### config.mk
export PLATFORM = sky130hd
export DESIGN_NAME = blur_eq_top
export DESIGN_NICKNAME = d
export VERILOG_FILES = /design/src/blur_pkg.sv /design/src/blur_eq_top.sv /design/src/eq_control.sv /design/src/gauss_direct.sv /design/src/gauss_separable.sv /design/src/line_buffer.sv
export SDC_FILE = /design/constraint.sdc
export NUM_CORES = 1
export LEC_CHECK = 0
export ABC_AREA = 0
export BUFFER_PORTS_ARGS = -buffer_cell sky130_fd_sc_hd__buf_2
export CAP_MARGIN = 25
export CELL_PAD_IN_SITES_DETAIL_PLACEMENT = 1
export CELL_PAD_IN_SITES_GLOBAL_PLACEMENT = 1
export CORE_AREA = 2 2 193 195
export CTS_CLUSTER_SIZE = 28
export DETAILED_ROUTE_END_ITERATION = 16
export DIE_AREA = 0 0 195 197
export PLACE_DENSITY_LB_ADDON = 0.25
export SLEW_MARGIN = 30
export SYNTH_ARGS = -nofsm -noshare
export SYNTH_HDL_FRONTEND = slang
export SYNTH_SLANG_ARGS = --single-unit
### constraint.sdc
create_clock -name clk -period 7.4 [get_ports clk]
set_input_delay 0 -clock clk [delete_from_list [all_inputs] [get_ports clk]]
set_output_delay 0 -clock clk [all_outputs]
set_load 0.03 [all_outputs]
### src/blur_pkg.sv
/* pixel, input stream, column and output stream types shared by the
   gaussian blur equivalence design. */
package blur_pkg;

    // one 8-bit grey level.
    typedef logic [7:0] pix_t;

    // input stream word; last marks the final pixel of a frame.
    typedef struct packed {
        pix_t pix;
        logic last;
    } pix_in_t;

    // one vertical column of the 3x3 window, bot is the newest row.
    typedef struct packed {
        pix_t top;
        pix_t mid;
        pix_t bot;
    } col3_t;

    // blurred output word; last is set on the final result of a frame.
    typedef struct packed {
        pix_t pix;
        logic last;
    } blur_out_t;

    // row position and mismatch counter width.
    typedef logic [15:0] row_cnt_t;

endpackage

### src/blur_eq_top.sv
`timescale 1ns/1ps
/* top level: control, line buffer and the two gaussian kernels in lockstep. */
module blur_eq_top
    import blur_pkg::*;
#(
    parameter int IMG_WIDTH = 16
) (
    input  logic      clk,
    input  logic      rst_init,
    input  pix_in_t   in,
    input  logic      in_valid,
    input  logic      out_ready,
    output logic      in_ready,
    output blur_out_t out,
    output logic      out_valid,
    output row_cnt_t  mismatch_count
);

    logic  in_fire;
    logic  win_shift;
    logic  adv;
    col3_t col;
    pix_t  res_direct;
    pix_t  res_sep;

    eq_control #(
        .IMG_WIDTH (IMG_WIDTH)
    ) eq_control_inst (
        .clk            (clk),
        .rst_init       (rst_init),
        .in             (in),
        .in_valid       (in_valid),
        .out_ready      (out_ready),
        .res_direct     (res_direct),
        .res_sep        (res_sep),
        .in_ready       (in_ready),
        .in_fire        (in_fire),
        .win_shift      (win_shift),
        .adv            (adv),
        .out            (out),
        .out_valid      (out_valid),
        .mismatch_count (mismatch_count)
    );

    line_buffer #(
        .IMG_WIDTH (IMG_WIDTH)
    ) line_buffer_inst (
        .clk     (clk),
        .in_fire (in_fire),
        .pix     (in.pix),
        .col     (col)
    );

    gauss_direct gauss_direct_inst (
        .clk       (clk),
        .rst_init  (rst_init),
        .win_shift (win_shift),
        .adv       (adv),
        .col       (col),
        .res       (res_direct)
    );

    gauss_separable gauss_separable_inst (
        .clk       (clk),
        .rst_init  (rst_init),
        .win_shift (win_shift),
        .adv       (adv),
        .col       (col),
        .res       (res_sep)
    );

endmodule

### src/eq_control.sv
`timescale 1ns/1ps
/* row/column tracking, pipeline enable, stage flags, result comparison,
   mismatch counter and output register. */
module eq_control
    import blur_pkg::*;
#(
    parameter int IMG_WIDTH = 16
) (
    input  logic      clk,
    input  logic      rst_init,
    input  pix_in_t   in,
    input  logic      in_valid,
    input  logic      out_ready,
    input  pix_t      res_direct,
    input  pix_t      res_sep,
    output logic      in_ready,
    output logic      in_fire,
    output logic      win_shift,
    output logic      adv,
    output blur_out_t out,
    output logic      out_valid,
    output row_cnt_t  mismatch_count
);

    localparam int COL_W = $clog2(IMG_WIDTH);
    localparam logic [COL_W-1:0] LAST_COL = COL_W'(IMG_WIDTH - 1);

    // flags that travel with each pixel through the pipeline.
    typedef struct packed {
        logic valid;
        logic emit;
        logic last;
    } stage_t;

    logic [COL_W-1:0] col_cnt;
    row_cnt_t         row_cnt;
    stage_t           s1;
    stage_t           s2;
    logic             interior;
    logic             take;

    // the output register is the only place a stall can start.
    assign adv       = !out_valid || out_ready;
    assign in_ready  = adv;
    assign in_fire   = in_valid && adv;
    assign win_shift = adv && s1.valid;

    assign interior = (row_cnt >= row_cnt_t'(2)) && (col_cnt >= COL_W'(2));
    assign take     = s2.valid && s2.emit;

    always_ff @(posedge clk) begin
        if (rst_init) begin
            col_cnt <= '0;
            row_cnt <= '0;
        end else if (in_fire) begin
            if (in.last) begin
                col_cnt <= '0;
                row_cnt <= '0;
            end else if (col_cnt == LAST_COL) begin
                col_cnt <= '0;
                row_cnt <= row_cnt + 1'b1;
            end else begin
                col_cnt <= col_cnt + 1'b1;
            end
        end
    end

    // stage 1 follows the line buffer, stage 2 the kernel results.
    always_ff @(posedge clk) begin
        if (rst_init) begin
            s1 <= '0;
            s2 <= '0;
        end else if (adv) begin
            s1.valid <= in_fire;
            s1.emit  <= in_fire && interior;
            s1.last  <= in_fire && in.last;
            s2       <= s1;
        end
    end

    always_ff @(posedge clk) begin
        if (rst_init) begin
            out_valid <= 1'b0;
        end else if (adv) begin
            out_valid <= take;
        end
    end

    // direct kernel result is the one handed on.
    always_ff @(posedge clk) begin
        if (adv && take) begin
            out.pix  <= res_direct;
            out.last <= s2.last;
        end
    end

    always_ff @(posedge clk) begin
        if (rst_init) begin
            mismatch_count <= '0;
        end else if (adv && take && (res_direct != res_sep)) begin
            if (mismatch_count != '1) begin
                mismatch_count <= mismatch_count + 1'b1;
            end
        end
    end

    // a stalled result stays put until the sink takes it.
    a_out_hold: assert property (@(posedge clk) disable iff (rst_init)
        out_valid && !out_ready |=> out_valid && $stable(out));

    // frames are whole rows.
    a_last_col: assert property (@(posedge clk) disable iff (rst_init)
        in_fire && in.last |-> col_cnt == LAST_COL);

endmodule

### src/gauss_direct.sv
`timescale 1ns/1ps
/* 3x3 window register and full 9-tap 1-2-1 by 1-2-1 gaussian kernel. */
module gauss_direct
    import blur_pkg::*;
(
    input  logic  clk,
    input  logic  rst_init,
    input  logic  win_shift,
    input  logic  adv,
    input  col3_t col,
    output pix_t  res
);

    // left and middle columns; the live col is the right one.
    col3_t win_l;
    col3_t win_m;

    logic [11:0] acc;
    logic [11:0] rounded;

    // corner taps weigh 1, edge taps 2, centre tap 4.
    always_comb begin
        acc = 12'(win_l.top)
            + (12'(win_l.mid) << 1)
            + 12'(win_l.bot)
            + (12'(win_m.top) << 1)
            + (12'(win_m.mid) << 2)
            + (12'(win_m.bot) << 1)
            + 12'(col.top)
            + (12'(col.mid) << 1)
            + 12'(col.bot);
    end

    // at most 16 * 255 + 8, so 12 bits hold it.
    assign rounded = acc + 12'd8;

    always_ff @(posedge clk) begin
        if (rst_init) begin
            win_l <= '0;
            win_m <= '0;
            res   <= '0;
        end else begin
            if (win_shift) begin
                win_l <= win_m;
                win_m <= col;
            end
            if (adv) begin
                res <= rounded[11:4];
            end
        end
    end

    // the window may only move while the whole pipeline advances.
    a_shift_adv: assert property (@(posedge clk) disable iff (rst_init)
        win_shift |-> adv);

endmodule

### src/gauss_separable.sv
`timescale 1ns/1ps
/* separable gaussian: vertical 1-2-1 column sums, then a horizontal
   1-2-1 filter over the sums. */
module gauss_separable
    import blur_pkg::*;
(
    input  logic  clk,
    input  logic  rst_init,
    input  logic  win_shift,
    input  logic  adv,
    input  col3_t col,
    output pix_t  res
);

    // vertical pass, at most 4 * 255.
    function automatic logic [9:0] col_sum(input col3_t c);
        return 10'(c.top) + (10'(c.mid) << 1) + 10'(c.bot);
    endfunction

    logic [9:0] sum_live;
    logic [9:0] sum_l;
    logic [9:0] sum_c;
    logic [11:0] horiz;
    logic [11:0] rounded;

    assign sum_live = col_sum(col);

    // horizontal pass over left, centre and the live column sum.
    assign horiz = 12'(sum_l) + (12'(sum_c) << 1) + 12'(sum_live);
    assign rounded = horiz + 12'd8;

    always_ff @(posedge clk) begin
        if (rst_init) begin
            sum_l <= '0;
            sum_c <= '0;
        end else if (win_shift) begin
            sum_l <= sum_c;
            sum_c <= sum_live;
        end
    end

    always_ff @(posedge clk) begin
        if (rst_init) begin
            res <= '0;
        end else if (adv) begin
            res <= rounded[11:4];
        end
    end

endmodule

### src/line_buffer.sv
`timescale 1ns/1ps
/* two row memories that turn the pixel stream into vertical 3-pixel columns. */
module line_buffer
    import blur_pkg::*;
#(
    parameter int IMG_WIDTH = 16
) (
    input  logic  clk,
    input  logic  in_fire,
    input  pix_t  pix,
    output col3_t col
);

    localparam int COL_W = $clog2(IMG_WIDTH);
    localparam logic [COL_W-1:0] LAST_COL = COL_W'(IMG_WIDTH - 1);

    // row_prev holds the row above, row_old the one above that.
    pix_t row_prev [IMG_WIDTH];
    pix_t row_old  [IMG_WIDTH];

    // only the column phase matters, frames are whole rows.
    logic [COL_W-1:0] wr_col = '0;

    pix_t rd_prev;
    pix_t rd_old;

    assign rd_prev = row_prev[wr_col];
    assign rd_old  = row_old[wr_col];

    // read before write; the older row takes over the previous one in cascade.
    always_ff @(posedge clk) begin
        if (in_fire) begin
            row_old[wr_col]  <= rd_prev;
            row_prev[wr_col] <= pix;
        end
    end

    always_ff @(posedge clk) begin
        if (in_fire) begin
            col.top <= rd_old;
            col.mid <= rd_prev;
            col.bot <= pix;
        end
    end

    always_ff @(posedge clk) begin
        if (in_fire) begin
            if (wr_col == LAST_COL) begin
                wr_col <= '0;
            end else begin
                wr_col <= wr_col + 1'b1;
            end
        end
    end

endmodule

After elaboration in Yosys (flattened, before gate mapping)

Memory sizes are Yosys's and may differ from the RTL's. A register that Yosys moved wholly into a read port is not among the register bits.
Index checks and enable logic that the tools add are counted.

Register bits: 156
Latch bits: 0
RAM bits: 256
Bits in read-only memories: 0
Output and inout bits: 27
Memories kept: 2

Memories:

| memory                    | depth | width | rd ports | clocked after memory_dff | write ports | line              | RTL |
|---|---|---|---|---|---|---|---|
| line_buffer_inst.row_old  | 16    | 8     | 1        | 1                        | 1           | line_buffer.sv:19 | `pix_t row_old [IMG_WIDTH];` |
| line_buffer_inst.row_prev | 16    | 8     | 1        | 1                        | 1           | line_buffer.sv:18 | `pix_t row_prev [IMG_WIDTH];` |

Add/sub/neg operators: 18
Multiply operators: 0
Divide/modulo/power cells: 0
Magnitude comparators: 2
Eq/ne operators: 4
Shift operators: 0
Multiplexer cells: 8
Bitwise logic cells: 0
Reduce and logical (&&, ||, !) cells: 13

Operators by type and width:

| operator                                             | number |
|---|---|
| adder 12 x 8 -> 12 bit                               | 3 |
| adder 12 x 9 -> 12 bit                               | 3 |
| adder 16 x 1 -> 16 bit, second input constant        | 2 |
| 2-to-1 mux 16 bit                                    | 2 |
| adder 12 x 10 -> 12 bit                              | 2 |
| adder 12 x 4 -> 12 bit, second input constant        | 2 |
| adder 8 x 9 -> 10 bit                                | 2 |
| >= comparator 16 x 2 -> 1 bit, second input constant | 1 |
| 2-to-1 mux 4 bit                                     | 4 |
| != test 16 bit, second input constant                | 1 |
| adder 10 x 11 -> 12 bit                              | 1 |
| adder 10 x 8 -> 10 bit                               | 1 |
| adder 4 x 1 -> 4 bit, second input constant          | 2 |
| == test 4 bit, second input constant                 | 2 |
| logical AND 1 bit                                    | 8 |
| != test 8 bit                                        | 1 |
| >= comparator 4 x 2 -> 1 bit, second input constant  | 1 |
| AND reduction 2 bit                                  | 2 |
| 2-to-1 mux 1 bit                                     | 2 |
| nonzero test 2 bit                                   | 1 |
| zero test 1 bit                                      | 1 |
| logical OR 1 bit                                     | 1 |

Depth between registers and ports, before layout

Gate-level depths: netlist (run 1).

Word-level depth: 9
Mapped depth: 20
Mapped depth without buffers: 20

Modules after synthesis

From an unflattened synthesis (run 1), not the netlist that was laid out.

Cell total of the unflattened synthesis: 1383
Area total of the unflattened synthesis: 19527.5 µm²

By module, submodules not included:

| module          | instances | cells an instance | area an instance (µm²) | seq. area each (µm²) |
|---|---|---|---|---|
| line_buffer     | 1         | 477               | 10856.7                | 8608.3 |
| gauss_direct    | 1         | 395               | 3933.8                 | 1121.1 |
| eq_control      | 1         | 267               | 2489.9                 | 1131.1 |
| gauss_separable | 1         | 244               | 2247.2                 | 560.5 |

Worst setup path after synthesis (run 1)

No wires, ideal clock.

Kind: register to register
Start point: reg gauss_direct_inst.win_l[8] (netlist name)
End point: reg gauss_direct_inst.res[7]
Library setup time: 0.149 ns
Arrival: 4.959 ns
Data required time: 7.251 ns
Slack: 2.292 ns
Cell stages (with the launch flop): 20
Period minus slack after synthesis: 5.108 ns
Cells stage by stage: dfxtp_1 ha_1 fa_1 a21o_1 a21oi_1 o21bai_1 a21oi_1 xnor2_1 fa_1 inv_1 fa_1 fa_1 fa_1 inv_1 ha_1 o21a_1 a2111oi_0 nor3_1 xor2_1 a21oi_1

Cells in the longest elaborated chain, start to end: 9

Ends and longest elaborated chain:

| what                     | line               | RTL |
|---|---|---|
| start: declaration       | gauss_direct.sv:15 | `col3_t win_l;` |
| start signal: assignment | gauss_direct.sv:44 | `win_l <= win_m;` |
| adder 8 x 9 -> 10 bit    | gauss_direct.sv:24 | `+ (12'(win_l.mid) << 1)` |
| adder 12 x 8 -> 12 bit   | gauss_direct.sv:25 | `+ 12'(win_l.bot)` |
| adder 12 x 9 -> 12 bit   | gauss_direct.sv:26 | `+ (12'(win_m.top) << 1)` |
| adder 12 x 10 -> 12 bit  | gauss_direct.sv:27 | `+ (12'(win_m.mid) << 2)` |
| adder 12 x 9 -> 12 bit   | gauss_direct.sv:28 | `+ (12'(win_m.bot) << 1)` |
| adder 12 x 8 -> 12 bit   | gauss_direct.sv:29 | `+ 12'(col.top)` |
| adder 12 x 9 -> 12 bit   | gauss_direct.sv:30 | `+ (12'(col.mid) << 1)` |
| adder 12 x 8 -> 12 bit   | gauss_direct.sv:31 | `+ 12'(col.bot);` |
| adder 12 x 4 -> 12 bit   | gauss_direct.sv:35 | `assign rounded = acc + 12'd8;` |
| end signal: assignment   | gauss_direct.sv:48 | `res <= rounded[11:4];` |
| end: declaration         | gauss_direct.sv:11 | `output pix_t res` |

No other way between the ends.
A chain may end at the register's enable or synchronous reset.

Worst setup path after layout (run 1)

Ends and elaborated chain as after synthesis.

==> flow_metrics.env, run 1 <==
export IMPL_status="complete, no violations"
export IMPL_grt_max_degree=61
export IMPL_skew_ns=0.0178
export IMPL_antenna_cells=0
export IMPL_postCtsSetupBuffers=0
export IMPL_antenna_left=0
export IMPL_area_delta_synth_final_pct=12.2
export IMPL_ys_seq_area_share_pct=60.1
export IMPL_maxSlewHeadroom_pct=41.0
export IMPL_core_area_um2=36300
export IMPL_clkLatencyLatePin_ns=0.59
export IMPL_synth_edf_count=293
export IMPL_rsz0062_at_grt="no"
export IMPL_synth_cells=1359
export IMPL_endpoint_kind="flip-flop"
export IMPL_timing_setup_tns_ns=0
export IMPL_hp_class="in2reg"
export IMPL_fin_total_pwr_uw=7160
export IMPL_drive_gt1_share_pct=15.7
export IMPL_cap_violations=0
export IMPL_max_freq_ghz=0.186
export IMPL_io_pins=40
export IMPL_antenna_found_initial=0
export IMPL_drt_iter0_markers=568
export IMPL_cts_root_buf="clkbuf_16"
export IMPL_grt_first_pass_wirelength_um=68400
export IMPL_fin_crit_sh_pct=72.8
export IMPL_cts_sinks=424
export IMPL_synth_seq_cells=424
export IMPL_syn_area_um2=19000
export IMPL_wl_per_cell_um=22.7
export IMPL_syn_num_nets=1498
export IMPL_synth_area_top_cells="edfxtp_1 46%, dfxtp_1 14%, mux4_2 9.5%, fa_1 6.9%, ha_1 4.0%"
export IMPL_p_per_area_nw_per_um2=336
export IMPL_grt_pass1_vias=12000
export IMPL_min_period_ns=5.39
export IMPL_synth_yosys_warnings=0
export IMPL_synthDistinctLibCells=61
export IMPL_hold_viol=0
export IMPL_num_vias=10900
export IMPL_setup_viol=0
export IMPL_fin_nets=1557
export IMPL_worst_pin_slew_ns=0.885
export IMPL_critPathMaxFanout=4
export IMPL_htree_levels=2
export IMPL_crit_type="reg2reg"
export IMPL_gp_congestion=0.786
export IMPL_drt_pass1_iterations=5
export IMPL_yosys_cell_count_top_type="edfxtp_1"
export IMPL_avgSynthCellArea_um2=14.0
export IMPL_drv_slew=0
export IMPL_wirelength_um=43600
export IMPL_die_area_um2=38400
export IMPL_ys_flop_type="edfxtp_1"
export IMPL_clk_pin_slew_ns=0.07
export IMPL_p_leak_uw=0.00778
export IMPL_dp_hpwl_um=28600
export IMPL_core_rowCount=70
export IMPL_clockBufferDepth=3
export IMPL_die_x_um=195
export IMPL_grt_use_total_pct=23.7
export IMPL_arrival_ns=5.91
export IMPL_vias_per_cell=5.67
export IMPL_async_reset_ff_share_pct=0
export IMPL_drc=0
export IMPL_cts_tree="yes"
export IMPL_start_util_pct=52.4
export IMPL_ir_worst_vdd_v=0.000260
export IMPL_netlist_top_cells_count="293 x edfxtp_1, 184 x nand2_1, 131 x dfxtp_1"
export IMPL_critPathRequiredTime_ns=7.92
export IMPL_startpoint_type="flip-flop"
export IMPL_numCtsBuffers=44
export IMPL_yosys_area_top_type="edfxtp_1"
export IMPL_synth_top_area_share_pct=46.3
export IMPL_port_buffers=39
export IMPL_grt_ovfl_total=0
export IMPL_die_h_um=197
export IMPL_cts_resized=0
worst paths after layout:
kind,slack [ns],to,from,cells after the start
max reg2reg,2.01,gauss_direct_inst.res[7],gauss_direct_inst.win_l[8],19
min reg2reg,0.44,eq_control_inst.out[0],eq_control_inst.s2[0],0
max,2.01,gauss_direct_inst.res[7],gauss_direct_inst.win_l[8],19
min,0.32,eq_control_inst.s1[0],in[0],4
metal layers:
layer / wire [µm] / up-vias / GRT usage, %
li1: - / 5016 / -
met2: 22700 / 224 / 42.4
met1: 17700 / 5546 / 28.6
met3: 1660 / 108 / 3.68
met4: 1570 / 0 / 10.1
met5: 0 / - / 0
critical path, stage by stage, from the launching register on:
cell,delay (ns)
dfxtp_1,0.31
ha_1,0.23
fa_1,0.42
a21o_1,0.19
a21oi_1,0.22
o21bai_1,0.09
a21oi_1,0.22
xnor2_1,0.11
fa_1,0.49
inv_1,0.06
fa_1,0.50
fa_1,0.52
fa_1,0.55
inv_1,0.04
ha_1,0.34
o21a_1,0.22
a2111oi_0,0.39
nor3_1,0.13
xor2_1,0.16
a21oi_1,0.14
placed cells by master, fill, tap and decap left out, types with 35 or more instances in the layout:
master and n:
inv_1 102, fa_1 65, nand2_1 183, buf_2 38, nor2_1 46, ha_1 61, edfxtp_1 293, clkbuf_16 45
dfxtp_1 130, a21oi_1 105, mux4_2 80, xor2_1 35
flip-flops by register name (all words and copies together) (netlist names), 9 cells and up, named ones only:
| signal | cells |
|---|---|
| eq_control_inst.mismatch_count | 16 |
| eq_control_inst.out | 9 |
| eq_control_inst.row_cnt | 16 |
| gauss_direct_inst.win_l | 24 |
| gauss_direct_inst.win_m | 24 |
| gauss_separable_inst.sum_c | 10 |
| gauss_separable_inst.sum_l | 10 |
| line_buffer_inst.col | 24 |
| line_buffer_inst.row_old | 128 |
| line_buffer_inst.row_prev | 128 |
metrics by stage:
| stage | utilization [%] | hold slack [ns] | area [µm²] | cells | setup slack [ns] |
|---|---|---|---|---|---|
| 4_1_cts | 58.7 | 0.265 | 21300 | 1921 | 1.92 |
| 3_3_place_gp | 54.2 | 0.321 | 19700 | 1826 | 2.02 |
| 6_report | 58.8 | 0.319 | 21300 | 1922 | 2.01 |
| 2_1_floorplan | - | 0.0989 | 19000 | 1359 | 2.29 |
| 3_5_place_dp | 54.2 | 0.317 | 19700 | 1826 | 1.93 |
| 5_1_grt | 58.8 | 0.358 | 21300 | 1922 | 1.61 |
what timing repair did:
action,CTS,global route
hold buffers,13,0
hold endpoints to repair,204,0
endpoints found under the setup margin,0,0
power breakdown:
group	total, µW	switching [µW]	internal (µW)	leakage (µW)
logic	1980	1130	853	0.00331
clock network	2300	938	1370	0.000733
registers	2880	117	2760	0.00374
total	7160	2190	4980	0.00778
final cells by class:
type,count,area [µm²]
Clock buffer,61,1210
Inverter,104,390
Tap cell,468,586
Timing Repair Buffer,71,478
Sequential cell,424,11400
Multi-Input combinational cell,773,6940
Clock inverter,21,288
Fill cell,3452,14900
cells by family after synthesis:
kind of cell	after synthesis	share of synthesized area [%]
compound gates	164	4.89
xor+xnor	57	2.63
fa+ha+maj	126	10.9
buf+inv	162	3.43
flops	424	60.1
mux	83	9.66
simple gates	343	8.40
Power figures use the tool's default switching activity.
==> inputs of run 2 (changes only) <==
Settings changed: ABC_AREA 0 to 1, CORE_AREA 2 2 193 195 to 2 2 201 203, DIE_AREA 0 0 195 197 to 0 0 203 205.
Clock period 7.4 ns to 5.2 ns, I/O delays scaled along.
==> run 2 against run 1 <==
Effect of this change: combinational power grew 91%; synthesized cell count grew 39%; clock power grew 41%; sequential share of layout area shrank 2.6 points.
==> flow_metrics.env, run 2 <==
export IMPL_synth_cells=1884
export IMPL_fin_crit_sh_pct=95.0
export IMPL_post_place_ws_ns=0.106
export IMPL_layout_common_cells="293 x edfxtp_1, 221 x inv_1, 205 x nand2_1"
export IMPL_dpl_cell_area_um2=20800
export IMPL_synth_yosys_warnings=0
export IMPL_p_seq_share_pct=36.9
export IMPL_stdcell_area_um2=22400
export IMPL_crit_type="reg2reg"
export IMPL_swShare_pct=35.3
export IMPL_pwr_share_clk_pct=29.1
export IMPL_die_area_um2=41600
export IMPL_final_common_cell="edfxtp_1"
export IMPL_die_h_um=205
export IMPL_synth_area_top_cells="edfxtp_1 44%, dfxtp_1 13%, fa_1 6.5%, o21ai_0 5.0%, inv_1 4.2%"
export IMPL_ys_seq_area_share_pct=57.3
export IMPL_drt_pass1_iterations=5
export IMPL_netlist_top_cells_count="293 x edfxtp_1, 224 x inv_1, 213 x nor2_1"
export IMPL_antenna_left=0
export IMPL_grt_ovfl_total=0
export IMPL_vias_per_cell=5.66
export IMPL_antenna_cells=0
export IMPL_internal_power_uw=7200
export IMPL_grt_first_pass_wirelength_um=83400
export IMPL_rsz0062_at_grt="no"
export IMPL_wl_per_cell_um=21.1
export IMPL_start_util_pct=50.7
export IMPL_combPwrFrac_pct=34.0
export IMPL_cts_tree="yes"
export IMPL_max_freq_ghz=0.202
export IMPL_dp_hpwl_um=34000
export IMPL_startpoint_type="flip-flop"
export IMPL_switchingPower_uw=3930
export IMPL_ir_worst_vdd_v=0.000310
export IMPL_clockBufferDepth=3
export IMPL_die_x_um=203
export IMPL_fillers=4190
export IMPL_avgSynthCellArea_um2=10.6
export IMPL_min_period_ns=4.94
export IMPL_drive_gt1_share_pct=9.80
export IMPL_p_leak_uw=0.00877
export IMPL_ys_flop_type="edfxtp_1"
export IMPL_core_rowCount=73
export IMPL_htree_levels=2
export IMPL_drc=0
export IMPL_layout_setup_ws_ns=0.260
export IMPL_postCtsSetupBuffers=0
export IMPL_fin_nets=2073
export IMPL_grt_max_degree=85
export IMPL_endpoint_kind="flip-flop"
export IMPL_post_route_util_pct=56.9
export IMPL_hold_viol=0
export IMPL_critPathMaxFanout=4
export IMPL_grt_pass1_vias=15000
export IMPL_synth_top_area_share_pct=44.1
export IMPL_port_buffers=39
export IMPL_largest_registers="line_buffer_inst.row_old: 128 flops, line_buffer_inst.row_prev: 128 flops"
export IMPL_arrival_ns=5.42
export IMPL_synthDistinctLibCells=47
export IMPL_synth_edf_count=293
export IMPL_r2r_slack_ns=0.26
export IMPL_skew_ns=0.0281
export IMPL_num_vias=14100
export IMPL_core_area_um2=39400
export IMPL_clk_pin_slew_ns=0.06
export IMPL_whs_ns=0.146
export IMPL_syn_num_nets=2023
export IMPL_antenna_found_initial=0
export IMPL_clkLatencyLatePin_ns=0.61
export IMPL_grt_use_total_pct=26.0
export IMPL_yosys_cell_count_top_type="edfxtp_1"
export IMPL_syn_area_um2=19900
export IMPL_synth_seq_cells=424
export IMPL_timing_setup_tns_ns=0
export IMPL_critPathRequiredTime_ns=5.68
export IMPL_cts_sinks=424
export IMPL_hp_class="in2reg"
export IMPL_numCtsBuffers=46
export IMPL_io_pins=40
export IMPL_wirelength_um=52600
export IMPL_gp_congestion=0.839
export IMPL_yosys_area_top_type="edfxtp_1"
export IMPL_p_per_area_nw_per_um2=497
export IMPL_maxSlewHeadroom_pct=31.9
export IMPL_area_delta_synth_final_pct=12.3
export IMPL_drt_iter0_markers=807
export IMPL_setup_viol=0
export IMPL_cap_violations=0
export IMPL_worst_pin_slew_ns=1.02
export IMPL_async_reset_ff_share_pct=0
export IMPL_status="complete, no violations"
export IMPL_cts_root_buf="clkbuf_16"
export IMPL_drv_slew=0
-- run 2: cell types whose count changed after synthesis, moves of 31 or more --
cell     delta
o22ai_1    +32
mux2i_1    +31
inv_1     +122
nor2_1    +167
mux4_2     -80
nand3_1    +33
o21ai_0   +181
-- run 2: area by class of cell --
| cell class | count | area [µm²] | share of cell area, % |
|---|---|---|---|
| flip-flops and latches | 424 | 11400 | 51.0 |
| clock buffers | 61 | 1250 | 5.57 |
| repair buffers | 80 | 554 | 2.47 |
| well taps | 525 | 657 | 2.93 |
| inverters | 230 | 863 | 3.85 |
| clock inverters | 23 | 236 | 1.06 |
| multi-input cells | 1152 | 7410 | 33.1 |
-- run 2: cells by family after synthesis --
logic type	after synthesis	synth area share, %
xor gates and xnor gates	33	1.45
buffers and inverters	308	5.99
muxes	32	1.61
AOI/OAI and AO/OA	409	11.4
DFF	424	57.3
adders and majority gates	126	10.3
and+or+nand+nor	552	12.0
-- run 2: repair_timing --
| action | CTS | global route |
|---|---|---|
| hold endpoints to repair | 163 | 0 |
| setup endpoints to repair | 0 | 4 |
| hold buffers | 11 | 0 |
| gates resized for setup | 0 | 5 |
-- run 2: worst max-delay path, stage by stage (launching register included) --
cell      delay [ns]
dfxtp_1         0.32
ha_1            0.24
fa_2            0.36
nand3_1         0.10
nand3_1         0.12
nand2_1         0.08
nand2_1         0.06
a21oi_2         0.14
xor2_1          0.15
inv_1           0.07
fa_1            0.49
inv_1           0.06
fa_1            0.55
fa_1            0.44
fa_1            0.54
inv_1           0.05
ha_1            0.34
a21o_1          0.19
o21bai_1        0.17
a21oi_2         0.13
nor2_1          0.06
nor2_1          0.11
nor2_1          0.05
-- run 2: final timing paths --
| path | cells past startpoint | from | to |
|---|---|---|---|
| max | 22 | gauss_direct_inst.win_l[8] | gauss_direct_inst.res[4] |
| min | 4 | in_valid | line_buffer_inst.col[5] |
| max reg2reg | 22 | gauss_direct_inst.win_l[8] | gauss_direct_inst.res[4] |
| min reg2reg | 0 | eq_control_inst.s2[0] | eq_control_inst.out[0] |
-- run 2: power groups by stage --
stage          registers [µW]  clock network, µW  logic [µW]
5_1_grt                  4130               3430        4360
6_report                 4110               3240        3790
3_3_place_gp             4190                  0        3510
3_5_place_dp             4180                  0        3690
2_1_floorplan            4100                  0        2760
4_1_cts                  4120               3290        3740
-- run 2: stage by stage --
step                      instances  power, µW
final                          2495      11100
after global routing           2495      11900
after floorplan                1884       6850
after global placement         2398       7690
after detailed placement       2399       7880
after CTS                      2494      11200
-- run 2: metal layers --
metal	track usage (%)	vias up	wire length (µm)
met5	0	-	0
met4	7.74	0	1370
met3	3.98	97	2090
met2	46.0	291	26700
met1	33.1	7167	22400
li1	-	6556	-
